$ cat src/logic/fm_geom_pkg.sv
// ##################################################
// Feature map geometry types
// ##################################################

package fm_geom_pkg;

    // Default map and tile sizes shared by the top level and the testbench
    parameter int M_DEF  = 4;
    parameter int R_DEF  = 8;
    parameter int C_DEF  = 16;
    parameter int TM_DEF = 2;
    parameter int TR_DEF = 4;
    parameter int TC_DEF = 6;

    // Counts and coordinates
    typedef logic [15:0] cw_t;

    // First channel, row and column of a tile
    typedef struct packed {
        cw_t tile_base_n;
        cw_t tile_base_row;
        cw_t tile_base_col;
    } tile_org_t;

    // One tile row as handed from the controller to the reader
    typedef struct packed {
        logic [31:0] raddr;   // byte address of the first aligned beat
        cw_t         nbeat;
    } row_trans_t;

endpackage

$ cat src/logic/rmst_bus_pkg.sv
// ##################################################
// Read master bus types
// ##################################################

package rmst_bus_pkg;

    parameter int XAW  = 32;
    parameter int XDW  = 128;
    parameter int DW   = 32;
    parameter int WCNT = XDW / DW;

    // Largest burst in beats
    parameter int BLEN = 8;

    // Beats the reader may have requested but not yet popped
    parameter int RD_CAP = 16;

    // Burst request, length in bytes
    typedef struct packed {
        logic [XAW-1:0] base;
        logic [15:0]    length;
    } burst_cmd_t;

    // Word 0 sits in the low bits
    typedef logic [WCNT-1:0][DW-1:0] beat_t;

endpackage

$ cat src/logic/out_fm_ld_filter.sv
// ##################################################
// Tile column filter
// ##################################################

`timescale 1ns/100ps

module out_fm_ld_filter #(
    parameter int TC = 6
) (
    input  logic        clk,
    input  logic        rst,
    input  logic        word_valid,
    input  logic [31:0] word,
    input  logic [1:0]  lead,
    input  logic        row_start,
    output logic        load_fifo_push,
    output logic [31:0] load_data,
    output logic        busy
);

    fm_geom_pkg::cw_t idx;
    fm_geom_pkg::cw_t lo;
    fm_geom_pkg::cw_t hi;
    logic             keep;

    // Window of kept words within the aligned row span
    assign lo   = fm_geom_pkg::cw_t'(lead);
    assign hi   = lo + fm_geom_pkg::cw_t'(TC);
    assign keep = word_valid && (idx >= lo) && (idx < hi);

    always_ff @(posedge clk or posedge rst) begin
        if (rst) begin
            idx            <= '0;
            load_fifo_push <= 1'b0;
        end else begin
            if (row_start) begin
                idx <= '0;
            end else if (word_valid) begin
                idx <= idx + 1'b1;
            end
            load_fifo_push <= keep;
        end
    end

    always_ff @(posedge clk) begin
        if (keep) begin
            load_data <= word;
        end
    end

    // Words still between the reader and the FIFO
    assign busy = word_valid | load_fifo_push;

endmodule

$ cat src/logic/out_fm_loader_top.sv
// ##################################################
// Output feature map tile loader
// ##################################################

`timescale 1ns/100ps

module out_fm_loader_top #(
    parameter int M      = fm_geom_pkg::M_DEF,
    parameter int R      = fm_geom_pkg::R_DEF,
    parameter int C      = fm_geom_pkg::C_DEF,
    parameter int TM     = fm_geom_pkg::TM_DEF,
    parameter int TR     = fm_geom_pkg::TR_DEF,
    parameter int TC     = fm_geom_pkg::TC_DEF,
    parameter int BLEN_P = rmst_bus_pkg::BLEN,
    parameter int CAP_P  = rmst_bus_pkg::RD_CAP
) (
    input  logic                     clk,
    input  logic                     rst,
    input  logic                     load_req,
    input  fm_geom_pkg::tile_org_t   tile_org,
    output logic                     load_ack,
    input  logic                     load_almost_full,
    output logic                     rmst_go,
    output rmst_bus_pkg::burst_cmd_t rmst_cmd,
    input  logic                     rmst_done,
    output logic                     rmst_read_buffer,
    input  rmst_bus_pkg::beat_t      rmst_beat,
    input  logic                     rmst_data_available,
    output logic                     load_fifo_push,
    output logic [31:0]              load_data
);

    logic                    trans_req;
    logic                    trans_ack;
    fm_geom_pkg::row_trans_t trans;
    logic [1:0]              lead;
    logic                    row_start;
    logic                    busy;
    logic                    word_valid;
    logic [31:0]             word;

    out_fm_tile_ctrl #(
        .M  (M),
        .R  (R),
        .C  (C),
        .TM (TM),
        .TR (TR),
        .TC (TC)
    ) u_ctrl (
        .clk              (clk),
        .rst              (rst),
        .load_req         (load_req),
        .tile_org         (tile_org),
        .load_ack         (load_ack),
        .load_almost_full (load_almost_full),
        .trans_req        (trans_req),
        .trans            (trans),
        .trans_ack        (trans_ack),
        .lead             (lead),
        .row_start        (row_start),
        .busy             (busy)
    );

    rmst_burst_reader #(
        .BLEN_P (BLEN_P),
        .CAP_P  (CAP_P)
    ) u_reader (
        .clk                 (clk),
        .rst                 (rst),
        .trans_req           (trans_req),
        .trans               (trans),
        .trans_ack           (trans_ack),
        .rmst_go             (rmst_go),
        .rmst_cmd            (rmst_cmd),
        .rmst_done           (rmst_done),
        .rmst_read_buffer    (rmst_read_buffer),
        .rmst_beat           (rmst_beat),
        .rmst_data_available (rmst_data_available),
        .word_valid          (word_valid),
        .word                (word)
    );

    out_fm_ld_filter #(
        .TC (TC)
    ) u_filter (
        .clk            (clk),
        .rst            (rst),
        .word_valid     (word_valid),
        .word           (word),
        .lead           (lead),
        .row_start      (row_start),
        .load_fifo_push (load_fifo_push),
        .load_data      (load_data),
        .busy           (busy)
    );

endmodule

$ cat src/logic/out_fm_tile_ctrl.sv
// ##################################################
// Output feature map tile sequencer
// ##################################################

`timescale 1ns/100ps

module out_fm_tile_ctrl #(
    parameter int M  = 4,
    parameter int R  = 8,
    parameter int C  = 16,
    parameter int TM = 2,
    parameter int TR = 4,
    parameter int TC = 6
) (
    input  logic                    clk,
    input  logic                    rst,
    input  logic                    load_req,
    input  fm_geom_pkg::tile_org_t  tile_org,
    output logic                    load_ack,
    input  logic                    load_almost_full,
    output logic                    trans_req,
    output fm_geom_pkg::row_trans_t trans,
    input  logic                    trans_ack,
    output logic [1:0]              lead,
    output logic                    row_start,
    input  logic                    busy
);

    // Element index sized to the whole map
    localparam int FM_WORDS = M * R * C;
    localparam int EW       = $clog2(FM_WORDS);
    localparam int LW       = $clog2(rmst_bus_pkg::WCNT);

    typedef enum logic [1:0] {IDLE, ISSUE, WAIT, DONE} ctrl_state_t;

    ctrl_state_t             state;
    fm_geom_pkg::tile_org_t  org;
    fm_geom_pkg::cw_t        ch_i;
    fm_geom_pkg::cw_t        row_i;
    logic [EW-1:0]           elem;
    logic [1:0]              lead_nx;
    fm_geom_pkg::cw_t        nbeat_nx;
    logic [31:0]             raddr_nx;
    logic                    last_row;
    logic                    issue;

    // Address of the current row's first element, channel-major layout
    always_comb begin
        elem = EW'((32'(org.tile_base_n + ch_i) * R + 32'(org.tile_base_row + row_i)) * C
                   + 32'(org.tile_base_col));
        lead_nx  = elem[1:0];
        raddr_nx = 32'({elem[EW-1:LW], {LW{1'b0}}}) << 2;
        nbeat_nx = (fm_geom_pkg::cw_t'(lead_nx)
                    + fm_geom_pkg::cw_t'(TC + rmst_bus_pkg::WCNT - 1)) >> LW;
    end

    assign last_row = (ch_i == fm_geom_pkg::cw_t'(TM - 1))
                   && (row_i == fm_geom_pkg::cw_t'(TR - 1));

    // Row back-pressure: hold off while the load FIFO is nearly full
    assign issue = (state == ISSUE) && !trans_ack && !load_almost_full;

    always_ff @(posedge clk or posedge rst) begin
        if (rst) begin
            state     <= IDLE;
            load_ack  <= 1'b0;
            trans_req <= 1'b0;
            row_start <= 1'b0;
            ch_i      <= '0;
            row_i     <= '0;
        end else begin
            row_start <= 1'b0;
            case (state)
                IDLE: begin
                    if (load_req) begin
                        ch_i  <= '0;
                        row_i <= '0;
                        state <= ISSUE;
                    end
                end
                ISSUE: begin
                    if (issue) begin
                        trans_req <= 1'b1;
                        row_start <= 1'b1;
                        state     <= WAIT;
                    end
                end
                WAIT: begin
                    if (trans_ack) begin
                        trans_req <= 1'b0;
                        if (row_i == fm_geom_pkg::cw_t'(TR - 1)) begin
                            row_i <= '0;
                            ch_i  <= ch_i + 1'b1;
                        end else begin
                            row_i <= row_i + 1'b1;
                        end
                        state <= last_row ? DONE : ISSUE;
                    end
                end
                DONE: begin
                    // Ack only once the reader has closed its handshake and the filter is empty
                    if (!load_ack) begin
                        if (!trans_ack && !busy) begin
                            load_ack <= 1'b1;
                        end
                    end else if (!load_req) begin
                        load_ack <= 1'b0;
                        state    <= IDLE;
                    end
                end
                default: state <= IDLE;
            endcase
        end
    end

    always_ff @(posedge clk) begin
        if (state == IDLE && load_req) begin
            org <= tile_org;
        end
        if (issue) begin
            trans.raddr <= raddr_nx;
            trans.nbeat <= nbeat_nx;
            lead        <= lead_nx;
        end
    end

endmodule

$ cat src/logic/rmst_burst_reader.sv
// ##################################################
// Burst reader and beat unpacker
// ##################################################

`timescale 1ns/100ps

module rmst_burst_reader #(
    parameter int BLEN_P = 8,
    parameter int CAP_P  = 16
) (
    input  logic                       clk,
    input  logic                       rst,
    input  logic                       trans_req,
    input  fm_geom_pkg::row_trans_t    trans,
    output logic                       trans_ack,
    output logic                       rmst_go,
    output rmst_bus_pkg::burst_cmd_t   rmst_cmd,
    input  logic                       rmst_done,
    output logic                       rmst_read_buffer,
    input  rmst_bus_pkg::beat_t        rmst_beat,
    input  logic                       rmst_data_available,
    output logic                       word_valid,
    output logic [31:0]                word
);

    localparam int WCNT       = rmst_bus_pkg::WCNT;
    localparam int DW         = rmst_bus_pkg::DW;
    localparam int BEAT_BYTES = rmst_bus_pkg::XDW / 8;

    logic                          active;
    logic                          burst_out;
    logic                          start;
    logic                          pop;
    logic                          last_word;
    logic [rmst_bus_pkg::XAW-1:0]  base;
    fm_geom_pkg::cw_t              issue_left;
    fm_geom_pkg::cw_t              pop_left;
    fm_geom_pkg::cw_t              inflight;
    fm_geom_pkg::cw_t              blen_now;
    logic [15:0]                   len_bytes;
    logic [WCNT-1:0]               word_en;
    rmst_bus_pkg::beat_t           sh;

    // New row when the request is up and the previous handshake has closed
    assign start = trans_req && !active && !trans_ack;

    always_comb begin
        if (issue_left > fm_geom_pkg::cw_t'(BLEN_P)) begin
            blen_now = fm_geom_pkg::cw_t'(BLEN_P);
        end else begin
            blen_now = issue_left;
        end
        len_bytes = 16'(blen_now * BEAT_BYTES);
    end

    // One burst at a time, and never more than CAP_P beats unpopped
    assign rmst_go = active && !burst_out && (issue_left != '0)
                  && ((inflight + blen_now) <= fm_geom_pkg::cw_t'(CAP_P));

    always_comb begin
        rmst_cmd.base   = base;
        rmst_cmd.length = len_bytes;
    end

    // Pop on an empty unpacker or while its last word leaves
    assign pop = rmst_data_available && (pop_left != '0)
              && ((word_en == '0) || word_en[WCNT-1]);
    assign rmst_read_buffer = pop;

    assign last_word = word_en[WCNT-1] && (pop_left == '0);

    always_ff @(posedge clk or posedge rst) begin
        if (rst) begin
            active     <= 1'b0;
            trans_ack  <= 1'b0;
            issue_left <= '0;
            pop_left   <= '0;
        end else begin
            if (start) begin
                active     <= 1'b1;
                issue_left <= trans.nbeat;
                pop_left   <= trans.nbeat;
            end else begin
                if (rmst_go) begin
                    issue_left <= issue_left - blen_now;
                end
                if (pop) begin
                    pop_left <= pop_left - 1'b1;
                end
                if (active && last_word) begin
                    active    <= 1'b0;
                    trans_ack <= 1'b1;
                end
            end
            if (trans_ack && !trans_req) begin
                trans_ack <= 1'b0;
            end
        end
    end

    // Burst bookkeeping survives row boundaries
    always_ff @(posedge clk or posedge rst) begin
        if (rst) begin
            burst_out <= 1'b0;
            inflight  <= '0;
        end else begin
            if (rmst_go) begin
                burst_out <= 1'b1;
            end else if (rmst_done) begin
                burst_out <= 1'b0;
            end
            inflight <= inflight + (rmst_go ? blen_now : '0) - (pop ? 16'd1 : 16'd0);
        end
    end

    always_ff @(posedge clk) begin
        if (start) begin
            base <= trans.raddr;
        end else if (rmst_go) begin
            base <= base + rmst_bus_pkg::XAW'(len_bytes);
        end
    end

    // One-hot enable walks the four words of each popped beat
    always_ff @(posedge clk or posedge rst) begin
        if (rst) begin
            word_en <= '0;
        end else if (pop) begin
            word_en <= WCNT'(1);
        end else begin
            word_en <= word_en << 1;
        end
    end

    always_ff @(posedge clk) begin
        if (pop) begin
            sh <= rmst_beat;
        end else begin
            sh <= sh >> DW;
        end
    end

    assign word_valid = |word_en;
    assign word       = sh[0];

endmodule

$ cat config.mk
export PLATFORM = sky130hd
export DESIGN_NAME = out_fm_loader_top
export DESIGN_NICKNAME = d
export VERILOG_FILES = /design/src/logic/fm_geom_pkg.sv /design/src/logic/rmst_bus_pkg.sv /design/src/logic/out_fm_ld_filter.sv /design/src/logic/out_fm_loader_top.sv /design/src/logic/out_fm_tile_ctrl.sv /design/src/logic/rmst_burst_reader.sv
export SDC_FILE = /design/constraint.sdc
export NUM_CORES = 1
export LEC_CHECK = 0
export ABC_AREA = 1
export BUFFER_PORTS_ARGS = -buffer_cell sky130_fd_sc_hd__buf_2
export CORE_MARGIN = 3
export CORE_UTILIZATION = 50
export CTS_CLUSTER_SIZE = 10
export DETAILED_ROUTE_END_ITERATION = 10
export HOLD_SLACK_MARGIN = 0.12
export PLACE_DENSITY = 0.74
export SLEW_MARGIN = 20
export SYNTH_ARGS = -nofsm -noshare
export SYNTH_HDL_FRONTEND = slang
export SYNTH_SLANG_ARGS = --single-unit
export TNS_END_PERCENT = 10
$ cat constraint.sdc
create_clock -name clk -period 5 [get_ports clk]
set_clock_uncertainty 0.1 [all_clocks]
set_input_delay 0.5 -clock clk [delete_from_list [all_inputs] [get_ports clk]]
set_output_delay 0.5 -clock clk [all_outputs]
set_load 0.01 [all_outputs]
==> summary.txt <==
Worst setup path
  – Reg-to-reg slack, setup: 0.23 ns
  – CP max stage cell: dfrtp_1
  – Critical path's top delay family: simple AND/OR/NAND/NOR gates
  – Worst r2r path cells: 26
  – Reg-to-Reg End: u_reader.inflight[14]$_DFF_PP0_
  – Launching point of the worst reg2reg path: u_reader.issue_left[10]$_DFFE_PP0P_
  – Nature of the critical path startpoint: register
  – Worst Path Buf+Inv: 5
  – CP max stage delay: 0.41 ns
  – CP required: 5.35 ns
  – CP most frequent cell: nand3_1
  – CP endpoint kind: register
  – Worst Path Max Fanout: 3
  – CP Data Arrival Time: 5.12 ns
  – Setup CP Type: reg -> reg
  – Setup crit start: u_reader.issue_left[10]$_DFFE_PP0P_

Synthesis
  – Asr flop ratio synth: 33.7%
  – Mapped Cells: 1980
  – Mean Syn Cell Area: 8.13 um^2
  – YS warnings: 0
  – Top post-synthesis cells by count: nand2_1, inv_1, nor2_1
  – Synth area leader: dfrtp_1
  – Count leader, synth: nand2_1
  – Synthesized cell area: 16100 um^2
  – Sequential share of the synthesized area: 48.9%
  – EDFF count, synth: 86
  – Post-synth cell types: 51
  – Share of the synthesized area in the top cell type: 16.9%
  – Ranking of synthesized cells by area: dfrtp_1, edfxtp_1, dfxtp_1
  – Register bit total from synthesis: 323
  – Most used flip-flop cell after synthesis: dfxtp_1

Floorplan
  – Placeable Area: 31600 um^2
  – Num ports: 266
  – Rows: 65
  – Die height: 185 um
  – Initial core utilization: 50.9%
  – Die area: 34400 um^2
  – Die X: 185 um

Timing
  – Setup slack after layout: 0.231 ns
  – Worst slew margin: 28.6%
  – Setup violators final: 0
  – Final period utilization: 95.4%
  – Final min period: 4.77 ns
  – Final Max Slew Viols: 0
  – RSZ-0062 raised after global routing: yes
  – Fmax: 0.210 GHz
  – Final hold vios: 0
  – Worst-Margin Slew: 1.07 ns

Placement
  – Placed cell count: 2617
  – DPL Wire Length: 26.4 mm
  – DP Area: 17800 um^2
  – RePlAce Congestion: 0.877
  – PortBufs: 217
  – Setup WS pre-CTS: -0.0773 ns

Layout
  – Filler-free cell count of the finished design: 2839
  – Area delta synth->final: 27.9%
  – Design Area, Final: 20600 um^2
  – Final Util: 65.1%
  – Layout cell share with drive strength beyond 1: 15.4%
  – Layout net count: 2674
  – Layout fillers: 2437

Detailed routing
  – Routed WL: 42.1 mm
  – Routed len/inst: 14.8 um
  – # DRC: 0
  – Remaining antenna violation count after routing: 0
  – Routed vias/inst: 5.14
  – TritonRoute pass-1 iters: 5
  – DR iter-0 viols: 1077
  – Total number of vias: 14600

Global route
  – Total global routing overflow: 0
  – GR Layer Usage met3: 4.06%
  – Pin count of the biggest net entering global routing: 108
  – GRT Resource Usage Total: 23.9%
  – Busiest layer in global routing: met2
  – Antenna violations before repair: 2
  – Met1 Use GR: 28.6%
  – Global-route wire length before repair: 68.1 mm
  – Met2 Use GR: 42.9%
  – Number of global-route vias before repair: 14700

Clocking
  – Clock net sink count: 323
  – H-Tree Depth: 2
  – Later-pin clock latency in the skew report: 0.53 ns
  – Reg clk slew, reported paths: 0.06 ns
  – Clock root buffer: clkbuf_16
  – CTS tree: done
  – Bufs on Longest Clock Path: 3
  – TritonCTS buffer count: 39

Outcome
  – Status: completed

Worst hold path
  – Worst hold path class: in -> async

Pwr
  – Peak VDD IR: 0.325 mV
  – Pwr/cell area: 602 nW/um^2
  – Static leakage: 10.3 nW
  – Pwr Total: 0.0124 W

Flow run
  – Max_cap viols: 0
[flip-flops by register name, summed over array words and instances, names as in the netlist, 28 cells and up]
register	count
u_reader.sh	96
u_filter.load_data	32
u_reader.word	32
u_reader.base	28
[worst register-to-register path: cells and delay by family (launching register included)]
kind | cells | cell delay, ns
AOI/OAI and AO/OA | 2 | 0.42
DFF | 1 | 0.41
and+or+nand+nor | 14 | 1.78
xor gates and xnor gates | 1 | 0.18
buffers and inverters | 5 | 0.61
adders and majority gates | 4 | 1.19
[kinds of logic after synthesis]
family	count (synthesis)	synth area share, %
and+or+nand+nor	993	26.3
buffers and inverters	330	8.44
DFF	323	48.9
AOI/OAI and AO/OA	197	6.68
adders and majority gates	85	6.88
xor gates and xnor gates	49	2.66
other	2	0.0466
muxes	1	0.0622
[repair_timing]
action / 4_1_cts / 5_1_grt
pin swaps: 0 / 8
hold buffers: 146 / 0
resized for setup: 3 / 34
hold endpoints to repair: 146 / 0
setup endpoints to repair: 3 / 11
gates cloned: 0 / 0
setup buffers: 0 / 5
[power breakdown]
part           leakage (nW)  internal [W]  total (W)  switching (W)
combinational          6.45       0.00199    0.00554        0.00355
clock                 0.562       0.00151    0.00262        0.00112
sequential             3.30       0.00381    0.00424       0.000436
total                  10.3       0.00730     0.0124        0.00510
[metrics by stage]
stage / TNS, ns / hold WS (ns)
3_3_place_gp: 0 / 0.286
3_5_place_dp: -0.168 / 0.289
2_1_floorplan: 0 / 0.286
4_1_cts: -0.0215 / 0.132
6_report: 0 / 0.102
5_1_grt: -0.222 / 0.176
[cell usage in the layout, fill, tap and decap left out, types with 12 or more instances in the layout]
master	instances
a21oi_1	88
buf_2	217
buf_4	33
clkbuf_1	22
clkbuf_16	39
conb_1	47
dfrtp_1	108
dfxtp_1	128
dlygate4sd3_1	146
edfxtp_1	86
ha_1	74
inv_1	264
nand2_1	591
nand2_2	13
nand3_1	90
nand3_2	12
nand4_1	31
nor2_1	159
nor3_1	41
nor4_1	18
o21ai_0	69
xnor2_1	14
xor2_1	35
[layout make-up]
cell class	count	area [um^2]	share of cell area [%]
inverters	274	1030	5.01
clock inverters	6	87.6	0.425
multi-input cells	1372	7180	34.9
repair buffers	397	2820	13.7
flip-flops and latches	323	7870	38.2
well taps	402	503	2.44
clock buffers	63	1090	5.27
diodes	2	5.00	0.0243
[routing by layer]
metal	vias up	routed length [um]	part of all wire, %
met4	2	1620	3.8
met5	-	13	0.031
li1	7133	-	-
met1	6804	16800	40
met3	125	2490	5.9
met2	520	21200	50
[worst max path at each step]
stage               slack (ns)                               to  depth (start not counted)
floorplan                 0.02  u_reader.inflight[11]$_DFF_PP0_                         28
global placement          0.08  u_reader.inflight[12]$_DFF_PP0_                         28
detailed placement       -0.08  u_reader.inflight[12]$_DFF_PP0_                         28
CTS                      -0.02  u_reader.inflight[11]$_DFF_PP0_                         28
global route             -0.06  u_reader.inflight[14]$_DFF_PP0_                         26
finish                    0.23  u_reader.inflight[14]$_DFF_PP0_                         26
(Power assumes the default switching activity.)
